## src/source/host_pkg.sv

```systemverilog
package host_pkg;

  // uart bit timing, scaled down for simulation
  localparam int clks_per_bit = 16;

  // memory bus
  localparam int addr_width = 10;                            // byte address
  localparam logic [addr_width-1:0] load_base = 10'h200;     // first program word
  localparam logic [addr_width-1:0] io_addr = 10'd2;         // uart data register
  localparam logic [15:0] end_word = 16'hffff;               // load terminator

  // led matrix scan timing
  localparam int row_period = 64;
  localparam int gap_on = 4;   // dark clocks at the start of a row
  localparam int gap_off = 8;  // dark clocks at the end of a row
  localparam int num_rows = 6;

  typedef struct packed {
    logic [7:0] hi;
    logic [7:0] lo;
  } byte_pair_t;

  // one memory word, seen as an instruction/data word or as two bytes
  typedef union packed {
    logic [15:0] word;
    byte_pair_t  bytes;
  } mem_word_t;

  // single write request, loader or cpu side
  typedef struct packed {
    logic                  valid;
    logic [addr_width-1:0] addr;
    mem_word_t             data;
  } wr_req_t;

  // status handed to the led scanner
  typedef struct packed {
    mem_word_t             wr_data;
    logic [addr_width-1:0] wr_addr;
    mem_word_t             rx_word;
    logic                  run;
    logic                  tx_credit;
  } disp_t;

endpackage

```

## src/source/uart_tx.sv

```systemverilog
module uart_tx import host_pkg::*; (
  input  logic       sys_clk,
  input  logic       rst_n,
  input  logic       tx_start,
  input  logic [7:0] tx_byte,
  output logic       tx,
  output logic       tx_done
);

  logic [9:0] frame;    // stop, data, start; bit 0 is on the line
  logic [3:0] bit_cnt;
  logic busy;
  logic [$clog2(clks_per_bit)-1:0] baud_cnt;

  // ones shift in behind the frame, so the line rests high
  assign tx = frame[0];

  always_ff @(posedge sys_clk or negedge rst_n) begin
    if (!rst_n) begin
      frame <= '1;
      bit_cnt <= '0;
      busy <= 1'b0;
      baud_cnt <= '0;
      tx_done <= 1'b0;
    end else begin
      tx_done <= 1'b0;
      if (!busy) begin
        if (tx_start) begin
          frame <= {1'b1, tx_byte, 1'b0};
          bit_cnt <= '0;
          baud_cnt <= '0;
          busy <= 1'b1;
        end
      end else if (baud_cnt == clks_per_bit - 1) begin
        baud_cnt <= '0;
        frame <= {1'b1, frame[9:1]};
        if (bit_cnt == 4'd9) begin
          // end of stop bit, hands the credit back
          busy <= 1'b0;
          tx_done <= 1'b1;
        end else begin
          bit_cnt <= bit_cnt + 1'b1;
        end
      end else begin
        baud_cnt <= baud_cnt + 1'b1;
      end
    end
  end

endmodule

```

## config.mk

```make
export PLATFORM = sky130hd
export DESIGN_NAME = uart_tx
export DESIGN_NICKNAME = d
export VERILOG_FILES = /design/src/source/host_pkg.sv /design/src/source/uart_tx.sv
export SDC_FILE = /design/constraint.sdc
export NUM_CORES = 1
export LEC_CHECK = 0
export ABC_CLOCK_PERIOD_IN_PS = 1510
export BUFFER_PORTS_ARGS = -buffer_cell sky130_fd_sc_hd__buf_2
export CORE_AREA = 4 4 55 57
export DETAILED_ROUTE_END_ITERATION = 10
export DIE_AREA = 0 0 59 61
export PLACE_DENSITY_LB_ADDON = 0.05
export SYNTH_ARGS = -nofsm -noshare
export SYNTH_HDL_FRONTEND = slang
export SYNTH_SLANG_ARGS = --single-unit
```

## constraint.sdc

```tcl
create_clock -name sys_clk -period 1.51 [get_ports sys_clk]
set_input_delay 0.2265 -clock sys_clk [delete_from_list [all_inputs] [get_ports sys_clk]]
set_output_delay 0.2265 -clock sys_clk [all_outputs]
set_load 0.01 [all_outputs]
```

==> Word level (Yosys, flattened, before mapping) <==
Cells that the tools add are included.
{ "totals": {"ff_bits": 20, "input_bits": 11, "output_inout_bits": 2} }
{ "classes": {"mux": 16, "n_reduce_logical": 3, "eq_ne": 4, "n_addsub": 2} }
{ "op_table": {"columns": ["op", "count"], "rows": [
  ["2-to-1 mux 10 bit", 3],
  ["2-to-1 mux 4 bit", 6],
  ["adder 4 x 1 -> 4 bit, second input constant", 2],
  ["equality test 4 bit, second input constant", 2],
  ["2-to-1 mux 1 bit", 7],
  ["AND reduction 3 bit", 1],
  ["inequality test 2 x 1 -> 1 bit, second input constant", 1],
  ["inequality test 2 bit, second input constant", 1],
  ["AND reduction 2 bit", 1],
  ["nonzero test 2 bit", 1]
]} }

==> Logic depth before layout (Yosys ltp) <==
{ "depth": {"ltp_word": 4, "mapped_depth": 5} }

==> Worst setup path after synthesis <==
No wires, ideal clock.
{ "synth_timing": {"path_type": "register to register", "from": "reg baud_cnt[0]", "to": "reg bit_cnt[3]", "setup_slack_ns": 0.104, "t_required_ns": 1.441, "stages_incl_launch_ff": 5, "t_arrival_ns": 1.337, "path_buffers": 0, "cell_sequence": "dfrtp_1 -> ha_1 -> nand3_4 -> or4b_1 -> nand3_1"} }
{ "synth_between": {"elab_chain_cells": 3} }
{ "synth_lines": {"columns": ["item", "line", "text"], "rows": [
  ["start, declared", "uart_tx.sv:13", "logic [$clog2(clks_per_bit)-1:0] baud_cnt;"],
  ["start signal, assigned", "uart_tx.sv:45", "baud_cnt <= baud_cnt + 1'b1;"],
  ["equality test 4 bit", "uart_tx.sv:34", "end else if (baud_cnt == clks_per_bit - 1) begin"],
  ["inequality test 2 x 1 -> 1 bit (no source line)", null, null],
  ["AND reduction 3 bit (no source line)", null, null],
  ["end signal, assigned", "uart_tx.sv:42", "bit_cnt <= bit_cnt + 1'b1;"],
  ["end, declared", "uart_tx.sv:11", "logic [3:0] bit_cnt;"]
]} }
No other way between the ends.
A chain may end at the register's enable or synchronous reset.

==> Worst setup path in the final report <==
{ "layout_timing": {"from": "reg baud_cnt[1]", "to": "reg frame[7]"} }
{ "layout_between": {"elab_chain_cells": 3} }
{ "layout_lines": {"columns": ["item", "line", "text"], "rows": [
  ["equality test 4 bit", "uart_tx.sv:34", null],
  ["inequality test 2 x 1 -> 1 bit (no source line)", null, null],
  ["AND reduction 2 bit (no source line)", null, null],
  ["end signal, assigned", "uart_tx.sv:29", "frame <= {1'b1, tx_byte, 1'b0};"],
  ["end signal, assigned", "uart_tx.sv:36", "frame <= {1'b1, frame[9:1]};"],
  ["end, declared", "uart_tx.sv:10", "logic [9:0] frame;"]
]} }
No other way between the ends.

==> results by group <==
Run status
  – Status: complete, no violations

Critical path
  – Slowest stage delay, CP: roughly 0.44 ns
  – CP Capture Type: flop
  – Worst path cell trace: ha_4 > nand4_1 > nand2_4 > mux2_2
  – Arrival time of the worst setup path: ~1.7 ns
  – Max FO, Critical Path: 7
  – CP max stage cell: dfrtp_1
  – Critical path class: flop to flop
  – Req. time, crit path: approximately 1.8 ns
  – Setup crit start kind: flop

Finish
  – Non-filler instance count after layout: approximately 140
  – Storage cell area: 486.7 um2
  – Area growth, synth to finish: 21.47%
  – Diode count: 0
  – Most frequent cells in the layout: mux2_2, buf_2, dfrtp_1
  – NumNets Final: 127
  – Finished Cell Area: between 0.001 and 0.0015 mm2
  – Footprint of the multi-input gates: 523.0 um2
  – Fraction of layout cells with a size suffix above 1: 48.21%
  – Filler cells: 245
  – Commonest non-fill, non-tap cell in the layout: mux2_2

Logic synthesis
  – Syn. warnings: 0
  – Average footprint of a synthesized cell: around 11 um2
  – Most area-hungry cell type in the Yosys netlist: dfrtp_1
  – Register area share after synthesis: a little under half
  – Synthesized flop and latch total: 19
  – Post-synthesis cell count: 89
  – Synth area leaders: dfrtp_1, dfstp_2, mux2_2
  – Yosys top cell area share: between 20% and 30%
  – Cell Area, Synth: about 0.001 mm2
  – Yosys cell types: 31
  – Post-Synthesis Net Count: 103

Detailed routing
  – Via count: approximately 750
  – Drt total wl: 1.949 mm
  – DRC viols: 0
  – DRT Pass-1 Iters: 4
  – Detailed router's first-iteration violation count: 22
  – Routed length per instance: about 14 um
  – Vias per cell: about 5.3
  – Final ANT Viol Nets: 0

Clock tree
  – Bufs on Longest Clock Path: 2
  – Sink Count: 19
  – TritonCTS clock tree: built
  – CTS Buf Count: 3
  – Clk slew on worst S/H paths: about 0.12 ns
  – Clk_lat worst skew: around 0.3 ns
  – Clk root buf: clkbuf_4
  – H-tree levels: 1

Timing
  – FMAX: ~0.7 GHz
  – Min Tclk post-route: 1.435 ns
  – Slew headroom: 71.39%
  – WHS: around 0.17 ns
  – Worst setup margin: between 0.07 and 0.08 ns
  – RSZ-0062 raised after global routing: true
  – Final Hold Viols: 0
  – Worst Skew: approximately 0.0026 ns
  – Tcrit/Tclk final: around 95%
  – Slew Limit Fails: 0
  – Worst-margin pin slew: ~0.43 ns
  – Final setup fails: 0

Global routing
  – Vias in the first global route: approximately 760
  – Antenna violations before repair: 0
  – Largest net degree at the start of global routing: 20
  – First-pass GRT wire length: between 3 and 4 mm
  – GRT Total Usage: between 10 and 15%
  – Total grt overflow: 0

Placed design
  – DP HPWL: approximately 1.5 mm
  – Placed Instances: around 140
  – GP Congestion: 0.8105
  – Placement Setup Slack: between 0.05 and 0.06 ns
  – Placed Area: approximately 0.0012 mm2
  – I/O Buffers: 12

Floorplanning
  – Effective utilization at floorplan: between 40% and 50%
  – Die area: between 0.003 and 0.004 mm2
  – Placement Rows: 18
  – Die Wd: between 50 and 60 um
  – Core area: 0.002477 mm2
  – Die Height: just over 60 um
  – Ports: 13

Pwr
  – Leakage: approximately 0.53 nW
  – Peak supply drop: around 0.93 mV
  – Power density over cell area: roughly 1700 mW/mm2
  – Tot Pwr: between 2 and 2.5 mW

Min path
  – Worst hold path type: primary input to flop

Flow run
  – # Max-Cap Violations: 0
==> what timing repair did <==
action | 4_1_cts | 5_1_grt
hold buffers | 1 | 0
setup buffers | 0 | 1
gates resized for setup | 0 | 5
endpoints found under the setup margin | 0 | 9
endpoints found under the hold margin | 10 | 0
==> registers in the layout, indices dropped and copies added, names as in the netlist <==
register and flops:
busy 1, baud_cnt 4, tx_done 1, frame 9, bit_cnt 4
==> synthesized netlist by cell type <==
| master | instances |
|---|---|
| dfstp_2 | 9 |
| xor2_1 | 1 |
| nand2_1 | 5 |
| nand2_2 | 1 |
| a31oi_1 | 1 |
| nor2b_1 | 1 |
| nand3b_1 | 1 |
| o211ai_1 | 1 |
| and4b_1 | 1 |
| a2111oi_0 | 1 |
| ha_1 | 3 |
| a21oi_1 | 3 |
| buf_6 | 1 |
| a211oi_1 | 1 |
| o31ai_1 | 1 |
| o21ai_0 | 4 |
| inv_1 | 3 |
| or3b_1 | 1 |
| or4b_1 | 1 |
| a22o_1 | 2 |
| and3_2 | 1 |
| nand4b_1 | 4 |
| clkbuf_1 | 1 |
| nand3_4 | 1 |
| nand4_1 | 1 |
| nor2_1 | 5 |
| mux2_2 | 15 |
| buf_4 | 1 |
| dfrtp_1 | 10 |
| nand2b_1 | 1 |
| nand3_1 | 7 |
==> cell families after synthesis <==
kind of cell             Yosys count  synth area share (%)
multiplexers                      15                 16.56
AO/OA/AOI/OAI                     14                 8.836
AND/OR/NAND/NOR                   31                 19.02
flip-flops                        19                 47.73
adder cells (fa/ha/maj)            3                 3.681
XOR/XNOR                           1                0.8591
buffers and inverters              6                 3.313
==> worst max-delay path, delay by kind of cell, from the launching register on <==
family        cells  cell delay [ns]
flops             1             0.44
mux               1             0.35
fa+ha+maj         1             0.18
simple gates      2             0.41
==> area by class of cell <==
class / count / share of cell area, %
clock buffers: 3 / 1.818
repair buffers: 22 / 12.12
clock inverters: 1 / 0.6061
multi-input cells: 64 / 42.22
well taps: 30 / 3.030
flip-flops and latches: 19 / 39.29
inverters: 3 / 0.9091
==> power by group <==
part / leakage, nW / internal (mW) / switching (mW)
logic: 0.310 / 0.487 / 0.306
clock network: 0.0139 / 0.101 / 0.173
registers: 0.211 / 0.812 / 0.185
total: 0.534 / 1.40 / 0.664
==> per-stage QoR <==
step           util [%]  setup TNS [ns]
2_1_floorplan         -               0
3_3_place_gp      47.12               0
3_5_place_dp      47.12               0
4_1_cts           48.74               0
5_1_grt           50.00        -0.08035
6_report          50.00               0
==> worst paths after layout <==
check                      cells past startpoint           to  slack, ns         from
hold / removal                                 2  baud_cnt[2]       0.17     tx_start
max in group asynchronous                      2     frame[7]       0.81        rst_n
setup / recovery                               4     frame[7]       0.07  baud_cnt[1]
min in group asynchronous                      2  baud_cnt[2]       0.37        rst_n
setup reg to reg                               4     frame[7]       0.07  baud_cnt[1]
hold reg to reg                                2     frame[8]       0.56     frame[8]
==> routing by layer <==
layer  track usage, %  part of all wire, %
met1            15.31                   47
met2            21.92                   49
met3            3.830                  3.2
met4            2.913                 0.92
met5                0                    0
Note: power is estimated with default switching activity, not from simulation.
