## src/source/host_pkg.sv

```systemverilog
package host_pkg;

  // uart bit timing, scaled down for simulation
  localparam int clks_per_bit = 16;

  // memory bus
  localparam int addr_width = 10;                            // byte address
  localparam logic [addr_width-1:0] load_base = 10'h200;     // first program word
  localparam logic [addr_width-1:0] io_addr = 10'd2;         // uart data register
  localparam logic [15:0] end_word = 16'hffff;               // load terminator

  // led matrix scan timing
  localparam int row_period = 64;
  localparam int gap_on = 4;   // dark clocks at the start of a row
  localparam int gap_off = 8;  // dark clocks at the end of a row
  localparam int num_rows = 6;

  typedef struct packed {
    logic [7:0] hi;
    logic [7:0] lo;
  } byte_pair_t;

  // one memory word, seen as an instruction/data word or as two bytes
  typedef union packed {
    logic [15:0] word;
    byte_pair_t  bytes;
  } mem_word_t;

  // single write request, loader or cpu side
  typedef struct packed {
    logic                  valid;
    logic [addr_width-1:0] addr;
    mem_word_t             data;
  } wr_req_t;

  // status handed to the led scanner
  typedef struct packed {
    mem_word_t             wr_data;
    logic [addr_width-1:0] wr_addr;
    mem_word_t             rx_word;
    logic                  run;
    logic                  tx_credit;
  } disp_t;

endpackage

```

## src/source/led_matrix_scan.sv

```systemverilog
module led_matrix_scan import host_pkg::*; (
  input  logic                sys_clk,
  input  logic                rst_n,
  input  disp_t               disp,
  output logic [7:0]          led_col,
  output logic [num_rows-1:0] led_row
);

  logic [$clog2(row_period)-1:0] cnt;
  logic [$clog2(num_rows)-1:0] row_idx;
  logic row_on;

  // segments a..g in bits 7:1, dot in bit 0
  function automatic logic [7:0] encode_7seg(input logic [3:0] n, input logic dot);
    logic [6:0] seg;
    case (n)
      4'h0: seg = 7'b1111110;
      4'h1: seg = 7'b0110000;
      4'h2: seg = 7'b1101101;
      4'h3: seg = 7'b1111001;
      4'h4: seg = 7'b0110011;
      4'h5: seg = 7'b1011011;
      4'h6: seg = 7'b1011111;
      4'h7: seg = 7'b1110000;
      4'h8: seg = 7'b1111111;
      4'h9: seg = 7'b1111011;
      4'ha: seg = 7'b1110111;
      4'hb: seg = 7'b0011111;
      4'hc: seg = 7'b1001110;
      4'hd: seg = 7'b0111101;
      4'he: seg = 7'b1001111;
      default: seg = 7'b1000111;  // f
    endcase
    return {seg, dot};
  endfunction

  always_ff @(posedge sys_clk or negedge rst_n) begin
    if (!rst_n) begin
      cnt <= '0;
      row_idx <= '0;
    end else if (cnt == row_period - 1) begin
      cnt <= '0;
      // next row on wrap
      if (row_idx == num_rows - 1) row_idx <= '0;
      else row_idx <= row_idx + 1'b1;
    end else begin
      cnt <= cnt + 1'b1;
    end
  end

  // blanking around the row change avoids ghosting
  assign row_on = (cnt >= gap_on) && (cnt < row_period - gap_off);
  assign led_row = row_on ? (num_rows'(1) << row_idx) : '0;

  always_comb begin
    case (row_idx)
      0: led_col = disp.wr_data.bytes.hi;
      1: led_col = disp.wr_data.bytes.lo;
      2: led_col = disp.rx_word.bytes.hi;
      3: led_col = disp.rx_word.bytes.lo;
      4: led_col = encode_7seg(disp.wr_addr[4:1], disp.wr_addr[5]);  // word index digit
      5: led_col = {6'b0, disp.run, disp.tx_credit};
      default: led_col = 8'h00;
    endcase
  end

endmodule

```

## config.mk

```make
export PLATFORM = sky130hd
export DESIGN_NAME = led_matrix_scan
export DESIGN_NICKNAME = d
export VERILOG_FILES = /design/src/source/host_pkg.sv /design/src/source/led_matrix_scan.sv
export SDC_FILE = /design/constraint.sdc
export NUM_CORES = 1
export LEC_CHECK = 0
export BUFFER_PORTS_ARGS = -buffer_cell sky130_fd_sc_hd__buf_4
export CAP_MARGIN = 20
export CORE_MARGIN = 2
export CORE_UTILIZATION = 44
export DETAILED_ROUTE_END_ITERATION = 16
export GPL_TIMING_DRIVEN = 0
export PLACE_DENSITY = 0.8
export SLEW_MARGIN = 25
export SYNTH_ARGS = -nofsm -noshare
export SYNTH_HDL_FRONTEND = slang
export SYNTH_SLANG_ARGS = --single-unit
```

## constraint.sdc

```tcl
create_clock -name sys_clk -period 1.99 [get_ports sys_clk]
set_clock_uncertainty 0.15 [all_clocks]
set_input_delay 0.2985 -clock sys_clk [delete_from_list [all_inputs] [get_ports sys_clk]]
set_output_delay 0.2985 -clock sys_clk [all_outputs]
set_load 0.005 [all_outputs]
```

=== After elaboration in Yosys (flattened, before gate mapping) ===
Memories as Yosys holds them, arrays and structs flattened.
Index checks and enable logic that the tools add are counted.

* Memories: 1
* Register bits: 9
* Bits in latches: 0
* Input bits: 46
* Memory bits (writable): 0
* Output and inout bits: 14
* Logic and storage cells: 20
* ROM bits: 112

* Multiplexer cells: 4
* Eq/ne operators: 6
* $add $sub $neg: 2
* Shift operators: 1
* Bitwise logic cells: 0
* $lt $le $gt $ge: 2
* Reductions and logical operators: 2
* $mul: 0
* Divide/modulo/power cells: 0

{| class="wikitable"
|+ Memory list
! memory !! words !! bits a word !! read ports !! clocked after Yosys merged registers in !! write ports !! RTL line !! RTL
|-
| (no name shown) || 16 || 7 || 1 || 0 || 0 || led_matrix_scan.sv:16 || <nowiki>case (n)</nowiki>
|}

{| class="wikitable"
|+ Operator list
! kind !! number
|-
| 8-bit one-hot mux with 6 select lines || 1
|-
| 6-bit two-way mux || 2
|-
| 6-bit by 1-bit adder with 6-bit output (second input constant) || 1
|-
| 3-bit by 2-bit == test with 1-bit output (second input constant) || 2
|-
| 3-bit == test (second input constant) || 2
|-
| 6-bit == test (second input constant) || 1
|-
| 6-bit by 3-bit greater-or-equal comparator with 1-bit output (second input constant) || 1
|-
| 6-bit less-than comparator (second input constant) || 1
|-
| 1-bit by 3-bit left shift with 6-bit output (first input constant) || 1
|-
| 3-bit by 1-bit adder with 3-bit output (second input constant) || 1
|-
| 3-bit by 1-bit == test with 1-bit output (second input constant) || 1
|-
| 3-bit zero test || 1
|-
| 3-bit two-way mux || 1
|-
| 1-bit logical AND || 1
|}

=== Depth between registers and ports, before layout ===
* Depth after elaboration: 3
* Gate-level depth with buffers: 7
* Mapped depth without buffers: 5

=== Least setup slack after synthesis ===
OpenSTA, ideal clock, no wires.

* Path type: reg-to-output
* From: register row_idx[0]
* To: output port led_col[1]
* Required time: 1.541 ns
* Path buffers: 3
* Slack: 0.159 ns
* Cell stages (with the launch flop): 8
* Arrival time: 1.382 ns
* Cells stage by stage: dfrtp_1 -> buf_6 -> buf_6 -> and2_1 -> ha_1 -> buf_1 -> a32oi_1 -> o221ai_1

* Word-level cells in the longest chain between the ends: 2
* Elaborated cells on any way between the ends: 7
* Those cells by class: 5 x eq/ne; 1 x mux; 1 x reduce/logical

{| class="wikitable"
|+ RTL lines
! element !! RTL line !! RTL
|-
| start: declaration || led_matrix_scan.sv:10 || <nowiki>logic [$clog2(num_rows)-1:0] row_idx;</nowiki>
|-
| start signal: assignment || led_matrix_scan.sv:45 || <nowiki>else row_idx <= row_idx + 1'b1;</nowiki>
|-
| 3-bit == test (tied with other cells) || led_matrix_scan.sv:56 || <nowiki>case (row_idx)</nowiki>
|-
| 8-bit one-hot mux with 6 select lines (*) || led_matrix_scan.sv:56 ||
|-
| end: declaration || led_matrix_scan.sv:5 || <nowiki>output logic [7:0] led_col,</nowiki>
|}

Every way passes the cells marked *; elsewhere a longest branch is shown, timed or not.

=== Worst setup path in the final report ===
Same ends and word-level chain as after synthesis.

==> summary.md <==
| Metric | Value |
|---|---|
| Slew Limit Fails | `0` |
| Most frequent cells in the layout | `buf_4 (60), nand2_1 (9), ha_1 (8)` |
| Half-perimeter wire length after detailed placement | `2369 µm` |
| Most common cell after layout, fill and taps aside | `buf_4` |
| Pleak | `0.8375 nW` |
| Crit. End Element | `output pin` |
| GP Congestion | `0.8472` |
| Via density | `5.479` |
| Synth Register Bits | `9` |
| Mapped Area | `0.001055 mm²` |
| Crit-path max FO | `6` |
| Final Hold Vio Count | `0` |
| DRC viols | `0` |
| DIE AREA | `0.002805 mm²` |
| Initial antenna violation count | `0` |
| Share of cells above drive strength 1 | `0.5405` |
| Clock Root Buffer | `clkbuf_4` |
| Dpl cell area | `0.001495 mm²` |
| Fillers | `150` |
| Num CTS Buffers | `3` |
| # setup viols final | `8` |
| Largest net degree at the start of global routing | `11` |
| CP cell instances | `buf_6, buf_12, and2_4, ha_4, a32oi_1, o221ai_1, buf_4` |
| Worst Setup Slack, final | `-0.1437 ns` |
| Fin crit period | `2.134 ns` |
| EDFF count, synth | `0` |
| Number of global-route vias before repair | `1119` |
| Overflow after GRT | `0` |
| Syn nets | `175` |
| Clock Path Buffers | `2` |
| Synth top area share | `0.2135` |
| Worst Path Required | `1.54 ns` |
| CP max-delay cell | `dfrtp_1` |
| Initial core utilization | `0.4723` |
| All-layer global routing usage | `0.2323` |
| Setup CP Type | `reg -> out` |
| Fin cells | `213` |
| Input/output buffers | `54` |
| Io pins | `60` |
| Peak supply drop | `349.2 µV` |
| Drt total wl | `3215 µm` |
| Max Cap Viol | `0` |
| Post-synth top flop | `dfrtp_1` |
| CTS H-Tree Depth | `1` |
| Detailed-route via count | `1167` |
| Worst Tran Pin Value | `0.2862 ns` |
| Final nets | `241` |
| Wire per inst | `15.09 µm` |
| Power per cell area | `270.7 mW/mm²` |
| Max_slew headroom | `0.8086` |
| Outcome | `finished with violations` |
| Row cnt | `17` |
| Clk sink count | `9` |
| First-pass GRT wire length | `4850 µm` |
| Unrepaired setup endpoints after global routing | `true` |
| Register area share after synthesis | `0.2135` |
| CP startpoint kind | `register` |
| Final Util | `0.7737` |
| Synth area leader | `dfrtp_1` |
| Avg Cell Area, Syn | `8.790 µm²` |
| Initial drt markers | `29` |
| Syn-to-layout area delta | `63.82%` |
| Placed Instances | `202` |
| Synth area leaders | `dfrtp_1 (21%), ha_1 (11%), mux2_1 (5.3%)` |
| Post-route cell area | `0.001728 mm²` |
| Fin crit share | `1.072` |
| Die Wd | `52.96 µm` |
| CTS tree | `done` |
| Data arrival, critical path | `1.69 ns` |
| Number of diodes | `0` |
| CP peak stage delay | `0.37 ns` |
| Worst-path clk slew | `0.06 ns` |
| Failing checks | `negative setup slack` |
| Total negative slack | `-0.7900 ns` |
| Mapped Cells | `120` |
| Distinct cells, synth | `41` |
| Hold Crit Class | `in -> async` |
| Number of synthesis warnings | `0` |
| First-pass detailed-route iteration total | `4` |
| Clock latency on the worst-skew pair | `0.25 ns` |
| Asr flop ratio synth | `1.000` |
| Post-DRT Antenna Nets | `0` |
| CORE AREA | `0.002233 mm²` |
| Fmax achieved | `468.7 MHz` |
| Die Height | `52.96 µm` |
| Hold_ws | `0.2542 ns` |
-- synth_stat cells (all sizes together) (3+ instances only) --
master and count:
a21oi 4, a22oi 7, buf 7, dfrtp 9
ha 9, inv 8, mux2 8, mux2i 3
nand2 13, nand3 5, nor2 8, nor3b 3
o211ai 6, o21ai 4, xor2 3
-- power breakdown --
part	internal, W	leakage, nW	switching, W
clock network	0.0000739	0.0177	0.0000608
logic	0.0000932	0.712	0.0000568
registers	0.000183	0.108	0
-- registers in the layout (all words and copies together) (netlist names) --
signal / flops
cnt: 6
row_idx: 3
-- worst max-delay path, delay by kind of cell (launching register included) --
kind                       cells  cell delay (ns)
and+or+nand+nor                1             0.14
AOI/OAI and AO/OA              2             0.30
adders and majority gates      1             0.19
buffers and inverters          3             0.42
DFF                            1             0.37
-- worst paths after layout --
check                      startpoint    endpoint  slack [ns]  cells past startpoint
min                             rst_n      cnt[2]        0.25                      2
max in group asynchronous       rst_n      cnt[4]        1.29                      2
min in group sys_clk           cnt[0]      cnt[0]        0.37                      1
max                        row_idx[0]  led_col[1]       -0.14                      7
max reg2reg                row_idx[0]  row_idx[2]        0.38                      6
min reg2reg                    cnt[0]      cnt[0]        0.37                      1
-- metal layers --
metal  GRT usage  routed length, µm  share of wire  vias up
met1      0.2705               1255           0.39      544
met2      0.4479               1666           0.52       52
li1            -                  -              -      569
met3     0.02542                278          0.086        2
met4     0.05128                 14         0.0044        0
met5           0                  0              0        -
-- cells by family after synthesis --
group / count (synthesis) / synth area share
buf+inv: 16 / 0.07828
xor+xnor: 4 / 0.03322
fa+ha+maj: 9 / 0.1068
flops: 9 / 0.2135
mux: 13 / 0.1673
simple gates: 41 / 0.2124
compound gates: 28 / 0.1886
-- timing repair --
item                                    CTS  global route
endpoints found under the setup margin   10            13
gates cloned                              1             0
pin swaps                                 8             6
resized for setup                        10            17
endpoints found under the hold margin     9             0
setup buffers                             6             0
hold buffers                              1             0
-- area by class of cell --
class	count	area, µm²	share of cell area
Buffer	6	56.30	0.03259
Inverter	9	33.78	0.01955
Clock buffer	3	22.52	0.01303
Sequential cell	9	229.0	0.1325
Timing Repair Buffer	62	509.2	0.2947
Tap cell	28	35.03	0.02028
Clock inverter	1	5.005	0.002896
Multi-Input combinational cell	95	837.1	0.4844
-- per-stage QoR --
step	total power, W	setup slack [ns]
finish	0.0004677	-0.1437
detailed placement	0.0003293	-0.1185
floorplan	0.0002384	0.1593
CTS	0.0004708	-0.1159
global placement	0.0003242	-0.09496
global route	0.0004981	-0.1832
Note: power is estimated with default switching activity, not from simulation.
