==> src/source/host_pkg.sv <==
package host_pkg;

  // uart bit timing, scaled down for simulation
  localparam int clks_per_bit = 16;

  // memory bus
  localparam int addr_width = 10;                            // byte address
  localparam logic [addr_width-1:0] load_base = 10'h200;     // first program word
  localparam logic [addr_width-1:0] io_addr = 10'd2;         // uart data register
  localparam logic [15:0] end_word = 16'hffff;               // load terminator

  // led matrix scan timing
  localparam int row_period = 64;
  localparam int gap_on = 4;   // dark clocks at the start of a row
  localparam int gap_off = 8;  // dark clocks at the end of a row
  localparam int num_rows = 6;

  typedef struct packed {
    logic [7:0] hi;
    logic [7:0] lo;
  } byte_pair_t;

  // one memory word, seen as an instruction/data word or as two bytes
  typedef union packed {
    logic [15:0] word;
    byte_pair_t  bytes;
  } mem_word_t;

  // single write request, loader or cpu side
  typedef struct packed {
    logic                  valid;
    logic [addr_width-1:0] addr;
    mem_word_t             data;
  } wr_req_t;

  // status handed to the led scanner
  typedef struct packed {
    mem_word_t             wr_data;
    logic [addr_width-1:0] wr_addr;
    mem_word_t             rx_word;
    logic                  run;
    logic                  tx_credit;
  } disp_t;

endpackage

==> src/source/program_loader.sv <==
module program_loader import host_pkg::*; (
  input  logic       sys_clk,
  input  logic       rst_n,
  input  logic [7:0] rx_byte,
  input  logic       rx_valid,
  output wr_req_t    load_req,
  output logic       run,
  output mem_word_t  rx_word,
  output logic       rx_word_valid
);

  logic phase;       // 0 waits for the high byte, 1 for the low byte
  mem_word_t pack;   // last two bytes received
  logic word_done;   // pack holds a fresh word this cycle
  logic is_end;
  logic [addr_width-1:0] load_addr;

  assign is_end = (pack.word == end_word);
  assign rx_word = pack;
  assign rx_word_valid = word_done;

  // terminator word is never written
  always_comb begin
    load_req.valid = word_done && !run && !is_end;
    load_req.addr = load_addr;
    load_req.data = pack;
  end

  always_ff @(posedge sys_clk or negedge rst_n) begin
    if (!rst_n) begin
      phase <= 1'b0;
      word_done <= 1'b0;
    end else begin
      if (rx_valid) phase <= ~phase;
      word_done <= rx_valid && phase;
    end
  end

  // high byte first
  always_ff @(posedge sys_clk) begin
    if (rx_valid) begin
      pack.bytes.hi <= pack.bytes.lo;
      pack.bytes.lo <= rx_byte;
    end
  end

  always_ff @(posedge sys_clk or negedge rst_n) begin
    if (!rst_n) begin
      load_addr <= load_base;
    end else if (load_req.valid) begin
      load_addr <= load_addr + addr_width'(2);  // next word
    end
  end

  // sticky until reset, no reload once the program runs
  always_ff @(posedge sys_clk or negedge rst_n) begin
    if (!rst_n) begin
      run <= 1'b0;
    end else if (word_done && is_end) begin
      run <= 1'b1;
    end
  end

endmodule

==> config.mk <==
export PLATFORM = sky130hd
export DESIGN_NAME = program_loader
export DESIGN_NICKNAME = d
export VERILOG_FILES = /design/src/source/host_pkg.sv /design/src/source/program_loader.sv
export SDC_FILE = /design/constraint.sdc
export NUM_CORES = 1
export LEC_CHECK = 0
export BUFFER_PORTS_ARGS = -buffer_cell sky130_fd_sc_hd__buf_2
export CAP_MARGIN = 30
export CORE_ASPECT_RATIO = 0.6
export CORE_UTILIZATION = 45
export DETAILED_ROUTE_END_ITERATION = 6
export MAX_ROUTING_LAYER = met4
export PLACE_DENSITY = 0.78
export SLEW_MARGIN = 0
export SYNTH_ARGS = -nofsm -noshare
export SYNTH_HDL_FRONTEND = slang
export SYNTH_SLANG_ARGS = --single-unit
==> constraint.sdc <==
create_clock -name sys_clk -period 4.15 [get_ports sys_clk]
set_input_delay 0.2075 -clock sys_clk [delete_from_list [all_inputs] [get_ports sys_clk]]
set_output_delay 0.2075 -clock sys_clk [all_outputs]
set_load 0.01 [all_outputs]
### After elaboration in Yosys (flattened, before gate mapping)

Cells that the tools add are included.
Widths: inputs -> output; s select.

| storage, ports and cells | value |
|---|---|
| register bits | 29 |
| latch bits | 0 |
| RAM bits | 0 |
| bits in read-only memories | 0 |
| word-level logic and storage cells | 14 |
| memories kept | 0 |

| operators by class | value |
|---|---|
| add/subtract/negate cells | 1 |
| multiply operators | 0 |
| divide/modulo/power cells | 0 |
| $lt $le $gt $ge | 0 |
| equal/unequal tests | 1 |
| shifts and indexed selects | 0 |
| multiplexer cells | 0 |
| bitwise operators | 1 |
| reductions and logical operators | 6 |

Operators by type and width:

| cell | number |
|---|---|
| $eq 16x16->1 const B | 1 |
| $add 10x2->10 const B | 1 |
| $logic_and 1x1->1 | 4 |
| $logic_not 1->1 | 2 |
| $not 1->1 | 1 |

### Longest topological paths before layout

Gate-level depths: netlist (run 1).

| logic depth | value |
|---|---|
| word-level depth | 3 |
| mapped depth | 5 |

### Worst setup path after synthesis (run 1)

No wires, ideal clock.

| timing | value |
|---|---|
| kind | flip-flop to flip-flop |
| start point | register pack (netlist bit rx_word[7]) |
| end point | register load_addr[2] |
| arrival | 1532 ps |
| data required time | 4025 ps |
| slack | 2493 ps |
| cell stages (with the launch flop) | 6 |
| path buffers | 1 |
| path through | edfxtp_1 -> nand4_1 -> or4_1 -> buf_6 -> nand2_4 -> mux2_4 |

| between the ends | value |
|---|---|
| word-level cells in the longest chain between the ends | 3 |

RTL lines:

| what | line | text |
|---|---|---|
| from (decl) | program_loader.sv:13 | `mem_word_t pack;` |
| $eq 16x16->1 | program_loader.sv:18 | `assign is_end = (pack.word == end_word);` |
| $logic_not 1->1 | program_loader.sv:24 | `load_req.valid = word_done && !run && !is_end;` |
| $logic_and 1x1->1 | program_loader.sv:24 |  |
| to (signal assigned) | program_loader.sv:49 | `load_addr <= load_base;` |
| to (signal assigned) | program_loader.sv:51 | `load_addr <= load_addr + addr_width'(2);` |
| to (decl) | program_loader.sv:16 | `logic [addr_width-1:0] load_addr;` |

Every way passes these cells.
A chain may end at the register's enable or synchronous reset.

==> impl_metrics.yaml, run 1 <==
logic_synthesis:
  ys_warn_count: 0
  synth.distinct_cells: 21
  yosys_register_bits: 28
  netlist_area_um2: 1177
  synth_area_leader_cell: "edfxtp_1"
  synthesis.nets: 93
  seq_area_frac_synth: 0.6642
  synth.top_cell.area_share: 0.4081
  synth_area_leaders: "edfxtp_1 41%, dfrtp_1 23%, buf_4 11%"
  postSynthCellCount: 81
  syn_avg_cell_area_um2: 14.54
critical_path:
  crit_required_ns: 3.94
  end_kind: "output port"
  worstPathArrival_ns: 1.86
  critPathKind: "flop to output port"
  critPathLaunchType: "flop"
  r2r_start: "rx_word[1]$_DFFE_PP_"
  cp-startpoint: "rx_word[1]$_DFFE_PP_"
  cp_max_fo: 9
timing:
  finalSetupViolations: 0
  finalHoldViolCount: 0
  fin_skew_ns: 0.007494
  finalWorstPathRequiredPeriod_ns: 2.071
  max_freq_mhz: 482.8
  setup-tns-final_ns: 0
  slew_viol_final: 0
  rsz0062_at_grt: "false"
  fin_crit_sh: 0.4991
clock_network:
  clockBufferDepth: 2
  cts_setup_buffers: 0
  insertion_delay_ns: 0.27
  path_clk_slew_ns: 0.09
  cts_max_level: 1
  clock_sinks: 28
  ctsRootBufferMaster: "clkbuf_8"
  tritoncts: "yes"
  cts_buffers: 3
die:
  coreArea_um2: 2310
  start_util: 0.5098
  die_w_um: 68.04
  die_y_um: 41.62
  die_area_um2: 2832
  rows: 13
  io_pins: 56
layout:
  layout.nets: 135
  multi_input_area_um2: 249.0
  area_growth_pct: 19.02
  seqCellArea_um2: 782.0
  layout_common_cells: "54 x buf_2, 16 x edfxtp_1, 11 x dfrtp_1, 8 x nand4_1, 8 x xnor2_1"
  num-fill-cells: 199
  final_cell_area_um2: 1401
  num_antenna_cells: 0
  final_common_cell: "buf_2"
  drive_gt1_frac: 0.4918
  finalNonFillerCells: 152
pwr:
  power_density_nw_per_um2: 506.4
  p_int_w: 0.0004963
  seq_power_share: 0.555
  clockPowerShare: 0.202
  swShare: 0.3007
  p_leak_nw: 0.6520
  power.switching_w: 0.0002134
  vdd_drop_max_uv: 267.1
  finalPower_w: 0.0007096
  pwr-share-comb: 0.243
place:
  port_buffers: 54
  post-place-cells: 147
  post-dp-hpwl_mm: 1.651
  gp_congestion: 0.8352
  placed_area_um2: 1346
drt:
  drc: 0
  first_pass_iters: 4
  routed_wl_mm: 2.176
  first_iter_violations: 23
  ant_nets: 0
  vias: 750
  wl_per_cell_um: 14.32
  vias_per_cell: 4.934
run_status:
  status: "finished clean"
global_route:
  grt_usage: 0.1726
  grt_pass1_vias: 669
  grt_pass1_wl_mm: 3.387
  antenna_found_initial: 0
  grt_overflow: 0
  grt_max_degree: 19
job:
  maxCapViolCount: 0
min_path:
  timing.hold.worst.start: "rx_byte[3]"
  min_path_type: "primary input to flop"
[path summary, 6_finish.rpt]
check                                      endpoint  slack [ns]  depth (start not counted)
max in group asynchronous  load_addr[9]$_DFFE_PN1P_        3.55                          2
hold / removal                 rx_word[3]$_DFFE_PP_        0.10                          1
hold reg to reg                   phase$_DFFE_PN0P_        0.49                          1
setup / recovery                       load_req[26]        2.08                          5
setup reg to reg           load_addr[2]$_DFFE_PN0P_        2.31                          4
min in group asynchronous           run$_DFFE_PN0P_        0.34                          2
[registers in the layout (all words and copies together) (netlist names)]
register and flops:
rx_word_valid 1, phase 1, rx_word 16, load_addr 9, run 1
[stage by stage]
step                        util  setup slack, ns  hold slack [ns]
after detailed placement  0.5829            2.369          0.09687
after floorplan                -            2.493         -0.08809
after global routing      0.6067            2.008          0.08666
after CTS                 0.6067            2.072          0.09608
final                     0.6067            2.079           0.1034
after global placement    0.5829            2.423          0.09207
[per-layer routing]
| layer | global-route usage | up-vias | part of all wire |
|---|---|---|---|
| met4 | 0.07500 | 0 | 0.021 |
| met3 | 0.04945 | 7 | 0.060 |
| li1 | - | 349 | - |
| met1 | 0.2222 | 359 | 0.42 |
| met2 | 0.2529 | 35 | 0.50 |
| met5 | - | - | 0 |
[kinds of logic after synthesis]
| kind of cell | Yosys count | synth area share |
|---|---|---|
| mux | 1 | 0.01275 |
| flops | 28 | 0.6642 |
| fa+ha+maj | 1 | 0.01063 |
| xor+xnor | 9 | 0.06695 |
| other cells | 1 | 0.003185 |
| compound gates | 1 | 0.006379 |
| simple gates | 20 | 0.1116 |
| buf+inv | 20 | 0.1243 |
[worst max-delay path, cell delays in order (launching register included)]
cell,delay (ns)
edfxtp_1,0.42
nand4_1,0.12
or4_1,0.73
nand2_4,0.15
inv_1,0.04
buf_2,0.13
[Yosys cell counts]
cell type	count
and2_1	2
and3_1	2
and4_1	1
and4b_1	1
buf_4	17
buf_6	1
conb_1	1
dfrtp_1	11
dfstp_2	1
edfxtp_1	16
ha_1	1
inv_1	2
mux2_4	1
nand2_4	1
nand3_1	3
nand4_1	8
nor2_1	1
o21bai_1	1
or4_1	1
xnor2_1	8
xor2_1	1
[power groups by stage]
stage | Combinational, W | Sequential (W) | Clock, W
floorplan | 0.0000938 | 0.000410 | 0
global placement | 0.000170 | 0.000396 | 0
detailed placement | 0.000173 | 0.000400 | 0
CTS | 0.000175 | 0.000394 | 0.000149
global route | 0.000190 | 0.000402 | 0.000158
finish | 0.000173 | 0.000394 | 0.000143
[area by class of cell]
cell class / instances / share of cell area
Inverter: 2 / 0.005357
Timing Repair Buffer: 55 / 0.2000
Clock buffer: 3 / 0.02946
Multi-Input combinational cell: 33 / 0.1777
Clock inverter: 1 / 0.002679
Tap cell: 30 / 0.02679
Sequential cell: 28 / 0.5580
[what timing repair did]
item,in CTS,in global routing
endpoints found under the hold margin,11,0
gates resized for setup,0,0
endpoints found under the setup margin,0,0
hold buffers,1,0
No activity file was read; power rests on OpenSTA's default activity.
==> run 2, diff against run 1 <==
- CORE_UTILIZATION: 45 -> 40
- PLACE_DENSITY: 0.78 -> 0.73
- clock period: 4.15 -> 1.7 ns (I/O delays scaled with it)
==> run 2 against run 1 <==
  * Register-to-register slack worse by 2.3 ns
  * Non-clock buffer count up 24
  * Via count up 9.2%
  * Sequential share of layout area down 8.4 points
  * Clock power rose to 3.6 times the previous value
  * Routed wire length up 17%
  * Cell count up 22%
  * Worst setup slack worse by 2.0 ns
==> impl_metrics.yaml, run 2 (synthesis gave the netlist of run 1 again) <==
run_status:
  status: "finished clean"
die:
  die_w_um: 72.04
  io_pins: 56
  die_area_um2: 3172
  start_util: 0.4451
  coreArea_um2: 2645
  die_y_um: 44.03
  rows: 14
critical_path:
  end_kind: "output port"
  r2r_start: "rx_word[1]$_DFFE_PP_"
  cp_slowest_cell: "or4_4"
  max_stage_delay_ns: 0.58
  cp_cell_sequence: "nand4_1 > or4_4 > nand2_4 > inv_2 > buf_6"
  worstPathArrival_ns: 1.58
  cp_max_fo: 3
  crit_required_ns: 1.62
  r2r-end: "load_addr[2]$_DFFE_PN0P_"
  reg2regPathDepth: 5
  critPathKind: "flop to output port"
  critPathLaunchType: "flop"
  regToRegSetupSlack_ns: 0.05
global_route:
  grt_pass1_vias: 737
  grt_use_met1: 0.2229
  top_usage_layer: "met2"
  antenna_found_initial: 0
  grt_usage: 0.1668
  grt_overflow: 0
  use_met2: 0.2396
  met3_usage: 0.04784
  grt_pass1_wl_mm: 3.684
  grt_max_degree: 19
clock_network:
  tritoncts: "yes"
  clock_sinks: 28
  insertion_delay_ns: 0.28
  ctsRootBufferMaster: "clkbuf_8"
  clockBufferDepth: 2
  cts_buffers: 3
  cts_max_level: 1
  path_clk_slew_ns: 0.10
drt:
  routed_wl_mm: 2.546
  wl_per_cell_um: 13.69
  first_pass_iters: 4
  vias: 819
  first_iter_violations: 53
  drc: 0
  ant_nets: 0
  vias_per_cell: 4.403
min_path:
  min_path_type: "primary input to asynchronous set/reset pin"
place:
  post-dp-hpwl_mm: 1.836
  port_buffers: 54
  post-place-cells: 167
  gp_congestion: 0.8561
layout:
  drive_gt1_frac: 0.5411
  final_core_util: 0.6239
  largest_reg_flops: 16
  area_growth_pct: 40.17
  finalNonFillerCells: 186
  num_antenna_cells: 0
  final_common_cell: "buf_2"
  layout.nets: 159
  layout_common_cells: "53 x buf_2, 16 x buf_4, 16 x edfxtp_1, 11 x dfrtp_1, 9 x dlygate4sd3_1"
pwr:
  power_density_nw_per_um2: 1204
  p_leak_nw: 0.7741
  vdd_drop_max_uv: 563.0
timing:
  rsz0062_at_grt: "true"
  finalSetupViolations: 0
  max_freq_mhz: 600.6
  fin_crit_sh: 0.9795
  fin_skew_ns: 0.01052
  finalWorstPathRequiredPeriod_ns: 1.665
  slew_viol_final: 0
  finalHoldViolCount: 0
job:
  maxCapViolCount: 0
[run 2: cell count changes in the layout (fill, tap and decap cells not counted), sizes merged]
cell         change
clkinv           -1
buf             +16
dlygate4sd3      +8
bufinv           +1
[run 2: worst max path at each step]
| stage | from | to | depth (start not counted) | slack [ns] |
|---|---|---|---|---|
| detailed placement | rx_word[0]$_DFFE_PP_ | load_addr[2]$_DFFE_PN0P_ | 4 | 0.10 |
| global route | rx_word[3]$_DFFE_PP_ | load_req[26] | 5 | -0.03 |
| CTS | rx_word[13]$_DFFE_PP_ | load_req[26] | 5 | 0.001 |
| finish | rx_word[1]$_DFFE_PP_ | load_req[26] | 5 | 0.03 |
| global placement | rx_word[1]$_DFFE_PP_ | load_addr[2]$_DFFE_PN0P_ | 4 | 0.13 |
| floorplan | rx_word[7]$_DFFE_PP_ | load_addr[2]$_DFFE_PN0P_ | 5 | 0.04 |
[run 2: layer usage]
metal | vias up | share of wire
met3 | 6 | 0.040
met1 | 390 | 0.48
met2 | 26 | 0.46
met5 | - | 0
met4 | 0 | 0.017
li1 | 397 | -
[run 2: cell type report]
class	count	area, µm²
Timing Repair Buffer	79	486.7
Multi-Input combinational cell	33	252.7
Fill cell	206	994.7
Clock inverter	1	30.03
Tap cell	40	50.05
Sequential cell	28	782.0
Inverter	2	7.507
Clock buffer	3	41.29
[run 2: report_power, final]
| part | internal (W) | switching, W |
|---|---|---|
| clock | 0.000315 | 0.000202 |
| sequential | 0.000841 | 0.000110 |
| combinational | 0.000269 | 0.000249 |
| total | 0.00143 | 0.000562 |
[run 2: worst max-delay path: cells and delay by family, from the launching register on]
kind / cells / cell delay (ns)
flip-flops: 1 / 0.37
AND/OR/NAND/NOR: 3 / 0.79
buffers and inverters: 2 / 0.15
[run 2: metrics by stage]
step	setup TNS (ns)	power (W)	worst slack (ns)	area (µm²)	hold slack, ns
floorplan	0	0.001230	0.04327	1177	-0.2106
global placement	0	0.001403	0.1254	1434	-0.02764
detailed placement	0	0.001423	0.1022	1434	-0.01842
CTS	0	0.001953	0.0009701	1589	0.001625
global route	-0.03165	0.002087	-0.03165	1650	0.2433
finish	0	0.001987	0.03488	1650	0.2126
[run 2: what timing repair did]
action	CTS	global route
pin swaps	0	2
hold buffers	8	1
resized for setup	1	2
hold endpoints to repair	19	1
buffers inserted	0	6
endpoints found under the setup margin	1	1
