`src/source/host_pkg.sv`:
```
package host_pkg;

  // uart bit timing, scaled down for simulation
  localparam int clks_per_bit = 16;

  // memory bus
  localparam int addr_width = 10;                            // byte address
  localparam logic [addr_width-1:0] load_base = 10'h200;     // first program word
  localparam logic [addr_width-1:0] io_addr = 10'd2;         // uart data register
  localparam logic [15:0] end_word = 16'hffff;               // load terminator

  // led matrix scan timing
  localparam int row_period = 64;
  localparam int gap_on = 4;   // dark clocks at the start of a row
  localparam int gap_off = 8;  // dark clocks at the end of a row
  localparam int num_rows = 6;

  typedef struct packed {
    logic [7:0] hi;
    logic [7:0] lo;
  } byte_pair_t;

  // one memory word, seen as an instruction/data word or as two bytes
  typedef union packed {
    logic [15:0] word;
    byte_pair_t  bytes;
  } mem_word_t;

  // single write request, loader or cpu side
  typedef struct packed {
    logic                  valid;
    logic [addr_width-1:0] addr;
    mem_word_t             data;
  } wr_req_t;

  // status handed to the led scanner
  typedef struct packed {
    mem_word_t             wr_data;
    logic [addr_width-1:0] wr_addr;
    mem_word_t             rx_word;
    logic                  run;
    logic                  tx_credit;
  } disp_t;

endpackage

```
`src/source/uart_rx.sv`:
```
module uart_rx import host_pkg::*; (
  input  logic       sys_clk,
  input  logic       rst_n,
  input  logic       rx,
  output logic [7:0] rx_byte,
  output logic       rx_valid
);

  typedef enum logic [1:0] {
    s_idle,
    s_start,
    s_data,
    s_stop
  } state_t;

  state_t state;
  logic [1:0] rx_sync;  // two-flop synchronizer
  logic rx_s;
  logic [$clog2(clks_per_bit)-1:0] baud_cnt;
  logic [2:0] bit_idx;
  logic [7:0] shift_reg;

  assign rx_s = rx_sync[1];
  assign rx_byte = shift_reg;  // stable once the frame is done

  always_ff @(posedge sys_clk or negedge rst_n) begin
    if (!rst_n) begin
      rx_sync <= 2'b11;
    end else begin
      rx_sync <= {rx_sync[0], rx};
    end
  end

  always_ff @(posedge sys_clk or negedge rst_n) begin
    if (!rst_n) begin
      state <= s_idle;
      baud_cnt <= '0;
      bit_idx <= '0;
      rx_valid <= 1'b0;
    end else begin
      rx_valid <= 1'b0;
      case (state)
        s_idle: begin
          baud_cnt <= '0;
          if (!rx_s) state <= s_start;  // falling edge of start bit
        end
        s_start: begin
          // half a bit in, line must still be low
          if (baud_cnt == clks_per_bit / 2 - 1) begin
            baud_cnt <= '0;
            bit_idx <= '0;
            state <= rx_s ? s_idle : s_data;
          end else begin
            baud_cnt <= baud_cnt + 1'b1;
          end
        end
        s_data: begin
          if (baud_cnt == clks_per_bit - 1) begin
            baud_cnt <= '0;
            if (bit_idx == 3'd7) state <= s_stop;
            bit_idx <= bit_idx + 1'b1;
          end else begin
            baud_cnt <= baud_cnt + 1'b1;
          end
        end
        default: begin
          if (baud_cnt == clks_per_bit - 1) begin
            rx_valid <= rx_s;  // bad stop bit drops the byte
            state <= s_idle;
          end else begin
            baud_cnt <= baud_cnt + 1'b1;
          end
        end
      endcase
    end
  end

  // lsb first, so shift in from the top
  always_ff @(posedge sys_clk) begin
    if (state == s_data && baud_cnt == clks_per_bit - 1) begin
      shift_reg <= {rx_s, shift_reg[7:1]};
    end
  end

endmodule

```
`config.mk`:
```
export PLATFORM = sky130hd
export DESIGN_NAME = uart_rx
export DESIGN_NICKNAME = d
export VERILOG_FILES = /design/src/source/host_pkg.sv /design/src/source/uart_rx.sv
export SDC_FILE = /design/constraint.sdc
export NUM_CORES = 1
export LEC_CHECK = 0
export ABC_AREA = 1
export BUFFER_PORTS_ARGS = -buffer_cell sky130_fd_sc_hd__buf_2
export CAP_MARGIN = 20
export CORE_MARGIN = 1.5
export CORE_UTILIZATION = 55
export DETAILED_ROUTE_END_ITERATION = 12
export PLACE_DENSITY = 0.77
export SKIP_LAST_GASP = 1
export SYNTH_ARGS = -nofsm -noshare
export SYNTH_HDL_FRONTEND = slang
export SYNTH_SLANG_ARGS = --single-unit
```
`constraint.sdc`:
```
create_clock -name sys_clk -period 3.3 [get_ports sys_clk]
set_clock_uncertainty 0.2 [all_clocks]
set_input_delay 0.495 -clock sys_clk [delete_from_list [all_inputs] [get_ports sys_clk]]
set_output_delay 0.495 -clock sys_clk [all_outputs]
set_load 0.03 [all_outputs]
```
# Yosys cells after proc, flatten, opt, wreduce, memory -nomap -nowiden
# Index checks and enable logic that the tools add are counted.
[totals]
output_inout_bits = 9
wordCells = 41
reg_bits = 20
input_bits = 3
[op_classes]
eq_ne = 10
muxes = 16
n_reduce_logical = 7
addsub = 2
[op_table]
columns = ["operator", "count"]
rows = [
  ["2-bit 2-to-1 mux", 6],
  ["4-bit 2-to-1 mux", 3],
  ["4-bit one-hot mux with 3 select lines", 1],
  ["2-bit != test, second input constant", 4],
  ["3-bit 2-to-1 mux", 2],
  ["2-bit one-hot mux with 3 select lines", 1],
  ["3-bit one-hot mux with 2 select lines", 1],
  ["5-bit AND reduction", 1],
  ["4-bit by 1-bit adder with 4-bit output, second input constant", 1],
  ["4-bit by 3-bit == test with 1-bit output, second input constant", 1],
  ["4-bit == test, second input constant", 1],
  ["4-bit by 1-bit != test with 1-bit output, second input constant", 1],
  ["3-bit by 1-bit adder with 3-bit output, second input constant", 1],
  ["3-bit == test, second input constant", 1],
  ["3-bit AND reduction", 1],
  ["3-bit nonzero test", 1],
  ["3-bit OR reduction", 1],
  ["2-bit by 1-bit == test with 1-bit output, second input constant", 1],
  ["2-bit == test, second input constant", 1],
  ["2-bit logical NOT", 1],
  ["1-bit 2-to-1 mux", 2],
  ["2-bit nonzero test", 1],
  ["1-bit logical AND", 1],
]

# Depth between registers and ports, before layout
# Gate-level depths: netlist (run 1).
[depth]
ltp_word = 4
ltp_mapped = 8
depth_no_buf = 8

# Worst setup path before layout (run 1)
# No wires, ideal clock.
[synth_timing]
path_kind = "register to register"
startpoint = "register baud_cnt[0]"
endpoint = "register shift_reg[0], in the netlist rx_byte[0] (enable)"
slack_ns = 1.717
n_path_buf = 0
t_arrival_ns = 1.031
required_ns = 2.749
synth_period_minus_slack_ns = 1.583
setup_time_ns = 0.351
stages_incl_launch_ff = 4
cell_sequence = "dfrtp_1 > ha_1 > nand3_2 > nor2_2"
[synth_between]
elab_chain_cells = 2
[synth_rtl]
columns = ["element", "line", "source"]
rows = [
  ["from (decl)", "uart_rx.sv:19", "logic [$clog2(clks_per_bit)-1:0] baud_cnt;"],
  ["from (signal assigned)", "uart_rx.sv:54", "baud_cnt <= baud_cnt + 1'b1;"],
  ["from (signal assigned)", "uart_rx.sv:63", "baud_cnt <= baud_cnt + 1'b1;"],
  ["from (signal assigned)", "uart_rx.sv:71", "baud_cnt <= baud_cnt + 1'b1;"],
  ["4-bit == test", "uart_rx.sv:80", "if (state == s_data && baud_cnt == clks_per_bit - 1) begin"],
  ["1-bit logical AND", "uart_rx.sv:80", ""],
  ["to (signal assigned)", "uart_rx.sv:81", "shift_reg <= {rx_s, shift_reg[7:1]};"],
  ["to (decl)", "uart_rx.sv:21", "logic [7:0] shift_reg;"],
]
# No other way between the ends.
# A chain may end at the register's enable or synchronous reset.

# Final worst setup path (run 1)
[layout_timing]
startpoint = "register baud_cnt[0]"
endpoint = "register bit_idx[2]"
[layout_between]
elab_chain_cells = 3
word_cells_on_any_way = 5
classes_between = "eq/ne (4); reduce/logical (1)"
[layout_rtl]
columns = ["element", "line", "source"]
rows = [
  ["4-bit == test / 4-bit by 3-bit == test with 1-bit output (equally long branches)", "uart_rx.sv:58, uart_rx.sv:49", ""],
  ["2-bit != test (no line)", "--", ""],
  ["3-bit AND reduction (no line) *", "--", ""],
  ["to (signal assigned)", "uart_rx.sv:61", "bit_idx <= bit_idx + 1'b1;"],
  ["to (decl)", "uart_rx.sv:20", "logic [2:0] bit_idx;"],
]
# Mark *: on every way between the ends. The rest lies on a longest branch, timed or not.

==> summary.md, run 1 <==
| Metric | Value |
|---|---|
| H-Tree Depth | `1` |
| Critical Path Start | `baud_cnt[0]$_DFFE_PN0P_` |
| Status | `finished, final reports clean` |
| Setup TNS | `0 ps` |
| Sw Share | `0.356` |
| Worst slew margin | `0.651` |
| Share of layout cells above drive strength 1 | `0.337` |
| Post-route ant nets | `0` |
| Pleak | `0.461 nW` |
| Max Buffers Root-to-Sink | `2` |
| Gpl congestion | `0.826` |
| Final WL | `1.42 mm` |
| Worst Path Arrival | `1810 ps` |
| Die Wd | `43.2 um` |
| Worst-Skew Late Latency | `290 ps` |
| CTS tree | `done` |
| Sequential fraction of the synthesis area | `0.612` |
| Unique masters post-synth | `18` |
| Hpwl dp | `1.09 mm` |
| Worst-margin pin slew | `523 ps` |
| Resized Gates After CTS | `0` |
| Final Hold Vio Count | `0` |
| DR iter-0 viols | `14` |
| Total track usage | `0.170` |
| Synthesized area | `887 um2` |
| Clk pin slew, worst setup/hold paths | `90 ps` |
| Vias in the first global route | `537` |
| DRC | `0` |
| Tot Pwr | `0.700 mW` |
| Setup violators final | `0` |
| Antenna violations before repair | `0` |
| Die Area | `1860 um2` |
| Drt via density | `5.05` |
| Chip height | `43.2 um` |
| CP endpoint | `bit_idx[2]$_DFFE_PN0P_` |
| WL per Instance | `12.1 um` |
| Global-route wire length before repair | `2.26 mm` |
| #FFs+latches synth | `20` |
| Final nets | `108` |
| Worst hold path class | `in2reg` |
| I/O pin cnt | `12` |
| Fillers | `127` |
| Post-Syn Instances | `85` |
| Switching power | `0.250 mW` |
| Final min period | `1840 ps` |
| CORE AREA | `1510 um2` |
| Fmax | `543 MHz` |
| Total CTS buffers | `3` |
| Max Cap Violations | `0` |
| Syn avg cell area | `10.4 um2` |
| Via count | `591` |
| Final hold slack | `106 ps` |
| Leading cell type in the layout, fill and taps excluded | `nand2_1` |
| Cell Int Power | `0.451 mW` |
| Row count | `14` |
| Logic pwr share | `0.320` |
| Num Clock Sinks | `20` |
| Starting Density | `0.589` |
| Cell Pwr Density | `701 nW/um2` |
| IO Port Bufs | `11` |
| Largest net degree at the start of global routing | `13` |
| DP Area | `962 um2` |
| Max VDD drop | `0.444 mV` |
| Worst r2r path cells | `6` |
| Crit Path Max Fanout | `10` |
| Root Buffer | `clkbuf_4` |
| Syn Nets | `91` |
| Synth warn | `0` |
| Worst r2r dst | `bit_idx[2]$_DFFE_PN0P_` |
| Reg2reg start | `baud_cnt[0]$_DFFE_PN0P_` |
| Reg power frac | `0.519` |
| Data required, critical path | `3270 ps` |
| Pre-antenna DRT Iters | `4` |
| Grt ovf | `0` |
| Crit path capture type | `flip-flop` |
| RSZ-0062 raised after global routing | `false` |
| Slew Viols, Final | `0` |
| Worst Setup Start Kind | `flip-flop` |
| Period Utilization, post-route | `0.558` |
| Antenna diode count | `0` |
| Clock power share | `0.161` |
| Most frequent cells in the layout | `nand2_1 (18), buf_2 (11), dfrtp_1 (10)` |
| Post-route cell area | `998 um2` |
| Reg2Reg Setup Slack | `1460 ps` |
| Area delta synth->final | `12.6%` |
| Crit path kind | `reg2reg` |
| Final core occ | `0.663` |
power by group through the flow:
| stage | Combinational [mW] | Clock [mW] | Sequential [mW] |
|---|---|---|---|
| 3_3_place_gp | 0.212 | 0 | 0.364 |
| 2_1_floorplan | 0.166 | 0 | 0.372 |
| 6_report | 0.224 | 0.113 | 0.363 |
| 5_1_grt | 0.253 | 0.124 | 0.370 |
| 3_5_place_dp | 0.228 | 0 | 0.366 |
| 4_1_cts | 0.229 | 0.117 | 0.363 |
logic make-up (layout without fill, tap and decap cells):
group	after synthesis	after routing	synth area share
AO/OA/AOI/OAI	10	10	0.0719
XOR/XNOR	1	1	0.00987
adder cells (fa/ha/maj)	3	3	0.0423
buffers and inverters	13	29	0.0550
flip-flops	20	20	0.612
AND/OR/NAND/NOR	38	38	0.209
routing by layer:
| metal | up-vias | part of all wire | GRT usage |
|---|---|---|---|
| li1 | 307 | - | - |
| met1 | 275 | 0.49 | 0.235 |
| met2 | 7 | 0.47 | 0.257 |
| met3 | 2 | 0.030 | 0.0255 |
| met4 | 0 | 0.013 | 0.0909 |
| met5 | - | 0 | 0 |
metrics by stage:
stage | std cells | setup slack (ps)
floorplan | 85 | 1720
global placement | 112 | 1600
detailed placement | 112 | 1470
CTS | 117 | 1430
global route | 117 | 1300
finish | 117 | 1460
final cells by class:
| class | instances | area, um2 | share of cell area |
|---|---|---|---|
| sequential | 20 | 543 | 0.544 |
| multi-input combinational | 52 | 295 | 0.296 |
| timing repair buffer | 12 | 65.1 | 0.0652 |
| inverter | 13 | 48.8 | 0.0489 |
| clock buffer | 4 | 26.3 | 0.0263 |
| tap | 16 | 20.0 | 0.0201 |
worst max-delay path, cell delays in order, from the launching register on:
cell	delay, ps
dfrtp_1	410
ha_1	240
nand3_2	150
nor2_2	450
nor2_2	140
nand2_1	90
o21ai_1	60
registers in the layout, summed over array words and instances, names as in the netlist:
| signal | cells |
|---|---|
| state | 2 |
| baud_cnt | 4 |
| bit_idx | 3 |
| rx_sync | 2 |
| rx_valid | 1 |
| rx_byte | 8 |
worst min path at each step:
stage                                     from                 endpoint  depth (start not counted)
after floorplan                          rst_n  baud_cnt[0]$_DFFE_PN0P_                          0
after global placement    rx_sync[0]$_DFF_PN1_     rx_sync[1]$_DFF_PN1_                          0
after detailed placement  rx_sync[0]$_DFF_PN1_     rx_sync[1]$_DFF_PN1_                          0
after CTS                                   rx     rx_sync[0]$_DFF_PN1_                          1
after global routing                        rx     rx_sync[0]$_DFF_PN1_                          1
final                                       rx     rx_sync[0]$_DFF_PN1_                          1
synth_stat cells, drive strengths merged:
| cell type | n | area (um2) |
|---|---|---|
| o21ai | 9 | 56.3 |
| dfstp | 2 | 52.6 |
| o21bai | 1 | 7.51 |
| inv | 13 | 48.8 |
| xor2 | 1 | 8.76 |
| nor2 | 10 | 55.1 |
| dfrtp | 10 | 250 |
| edfxtp | 8 | 240 |
| nand2 | 20 | 85.1 |
| ha | 3 | 37.5 |
| nand3 | 8 | 45.0 |
timing repair:
item,in CTS,in global routing
setup buffers,0,0
endpoints found under the hold margin,10,0
hold buffers,1,0
Note: power is estimated with default switching activity, not from simulation.
==> run 2, diff against run 1 <==
Settings changed: CORE_UTILIZATION 55 to 54, PLACE_DENSITY 0.77 to 0.76.
Clock period 3.3 ns to 1.9 ns, I/O delays scaled along.
==> summary.md, run 2 (synthesized netlist as in run 1, its figures left out) <==
| Metric | Value |
|---|---|
| Row count | `14 (unchanged)` |
| Setup violators final | `0 (unchanged)` |
| Die Area | `1890 um2 (was 1860 um2)` |
| Crit path kind | `reg2reg (unchanged)` |
| Global-route wire length before repair | `2.53 mm (was 2.26 mm)` |
| Clk pin slew, worst setup/hold paths | `120 ps (was 90 ps)` |
| Vias in the first global route | `597 (was 537)` |
| H-Tree Depth | `1 (unchanged)` |
| Final Hold Vio Count | `0 (unchanged)` |
| Reg2Reg Setup Slack | `250 ps (was 1460 ps)` |
| Max reg flops | `8 (unchanged)` |
| Period Utilization, post-route | `0.871 (was 0.558)` |
| Worst slew margin | `0.822 (was 0.651)` |
| Fmax | `604 MHz (was 543 MHz)` |
| Data required, critical path | `1940 ps (was 3270 ps)` |
| Cell Pwr Density | `1310 nW/um2 (was 701 nW/um2)` |
| Post-route ant nets | `0 (unchanged)` |
| Crit Path Max Fanout | `10 (unchanged)` |
| Total CTS buffers | `3 (unchanged)` |
| CTS tree | `done (unchanged)` |
| Most frequent cells in the layout | `nand2_1 (18), buf_2 (11), dfrtp_1 (10) (unchanged)` |
| Largest net degree at the start of global routing | `13 (unchanged)` |
| Share of layout cells above drive strength 1 | `0.350 (was 0.337)` |
| Slew Viols, Final | `0 (unchanged)` |
| Pre-antenna DRT Iters | `4 (unchanged)` |
| Hold Crit Endpoint | `rx_sync[1]$_DFF_PN1_ (was rx_sync[0]$_DFF_PN1_)` |
| CORE AREA | `1520 um2 (was 1510 um2)` |
| Worst hold path class | `reg2reg (was in2reg)` |
| Crit path capture type | `flip-flop (unchanged)` |
| WL per Instance | `13.0 um (was 12.1 um)` |
| Root Buffer | `clkbuf_4 (unchanged)` |
| Max Buffers Root-to-Sink | `2 (unchanged)` |
| DR iter-0 viols | `31 (was 14)` |
| Via count | `623 (was 591)` |
| Grt ovf | `0 (unchanged)` |
| Tot Pwr | `1.37 mW (was 0.700 mW)` |
| Gpl congestion | `0.860 (was 0.826)` |
| Hold path start | `rx_sync[0]$_DFF_PN1_ (was rx)` |
| Num Clock Sinks | `20 (unchanged)` |
| Chip height | `43.5 um (was 43.2 um)` |
| Max Cap Violations | `0 (unchanged)` |
| Antenna violations before repair | `0 (unchanged)` |
| Worst-margin pin slew | `267 ps (was 523 ps)` |
| Pleak | `0.483 nW (was 0.461 nW)` |
| Min-Delay Path Depth | `0 (was 1)` |
| Worst Path Arrival | `1700 ps (was 1810 ps)` |
| Worst r2r dst | `bit_idx[1]$_DFFE_PN0P_ (was bit_idx[2]$_DFFE_PN0P_)` |
| Die Wd | `43.5 um (was 43.2 um)` |
| Worst r2r path cells | `7 (was 6)` |
| Final nets | `110 (was 108)` |
| DRC | `0 (unchanged)` |
| Final min period | `1650 ps (was 1840 ps)` |
| Leading cell type in the layout, fill and taps excluded | `nand2_1 (unchanged)` |
| Final WL | `1.54 mm (was 1.42 mm)` |
| Max VDD drop | `0.948 mV (was 0.444 mV)` |
| Reg2reg start | `baud_cnt[0]$_DFFE_PN0P_ (unchanged)` |
| I/O pin cnt | `12 (unchanged)` |
| Antenna diode count | `0 (unchanged)` |
| Status | `finished, final reports clean (unchanged)` |
| RSZ-0062 raised after global routing | `false (unchanged)` |
| Hpwl dp | `1.15 mm (was 1.09 mm)` |
| Worst Setup Start Kind | `flip-flop (unchanged)` |
| Area delta synth->final | `17.5% (was 12.6%)` |
| IO Port Bufs | `11 (unchanged)` |
| Starting Density | `0.582 (was 0.589)` |
| Setup TNS | `0 ps (unchanged)` |
| Drt via density | `5.24 (was 5.05)` |
| Total track usage | `0.186 (was 0.170)` |
| Resized Gates After CTS | `0 (unchanged)` |
| Worst-Skew Late Latency | `300 ps (was 290 ps)` |
run 2: layout make-up:
| class | instances | area, um2 |
|---|---|---|
| inverters | 13 | 48.8 |
| multi-input cells | 52 | 295 |
| clock buffers | 3 | 22.5 |
| flip-flops and latches | 20 | 543 |
| clock inverters | 1 | 30.0 |
| well taps | 16 | 20.0 |
| fillers | 118 | 482 |
| repair buffers | 14 | 82.6 |
run 2: metrics by stage:
step	hold slack, ps	worst slack, ps	cells	utilization	area [um2]
5_1_grt	172	97.1	119	0.684	1040
2_1_floorplan	-211	317	85	-	887
6_report	164	245	119	0.684	1040
3_5_place_dp	-23.6	267	113	0.636	970
3_3_place_gp	-25.1	323	113	0.636	970
4_1_cts	166	236	119	0.684	1040
run 2: worst max path at each step:
stage                             from                endpoint  slack (ps)
3_5_place_dp   baud_cnt[0]$_DFFE_PN0P_  bit_idx[1]$_DFFE_PN0P_         270
3_3_place_gp   baud_cnt[0]$_DFFE_PN0P_  bit_idx[1]$_DFFE_PN0P_         320
4_1_cts        baud_cnt[0]$_DFFE_PN0P_  bit_idx[1]$_DFFE_PN0P_         240
5_1_grt        baud_cnt[0]$_DFFE_PN0P_  bit_idx[0]$_DFFE_PN0P_         100
2_1_floorplan  baud_cnt[0]$_DFFE_PN0P_    rx_byte[0]$_DFFE_PP_         320
6_report       baud_cnt[0]$_DFFE_PN0P_  bit_idx[1]$_DFFE_PN0P_         250
run 2: layer usage:
metal / wire length [um] / vias up / global-route usage
li1: - / 311 / -
met1: 716 / 288 / 0.231
met4: 17 / 0 / 0.0909
met3: 65 / 4 / 0.0500
met2: 743 / 20 / 0.301
met5: 0 / - / 0
run 2: repair_timing:
item | 4_1_cts | 5_1_grt
buffers inserted | 0 | 0
hold endpoints to repair | 13 | 0
endpoints found under the setup margin | 0 | 0
hold buffers | 2 | 0
run 2: power by group:
group | total [mW] | switching [mW] | internal, mW
Clock | 0.346 | 0.132 | 0.213
Combinational | 0.395 | 0.236 | 0.159
Sequential | 0.628 | 0.0790 | 0.549
run 2: worst max-delay path: stages (launching register included):
cell	delay (ps)
dfrtp_1	430
ha_1	260
nand3_2	140
nor2_2	40
buf_4	170
nor2_2	200
nand2_1	70
o21ai_1	80
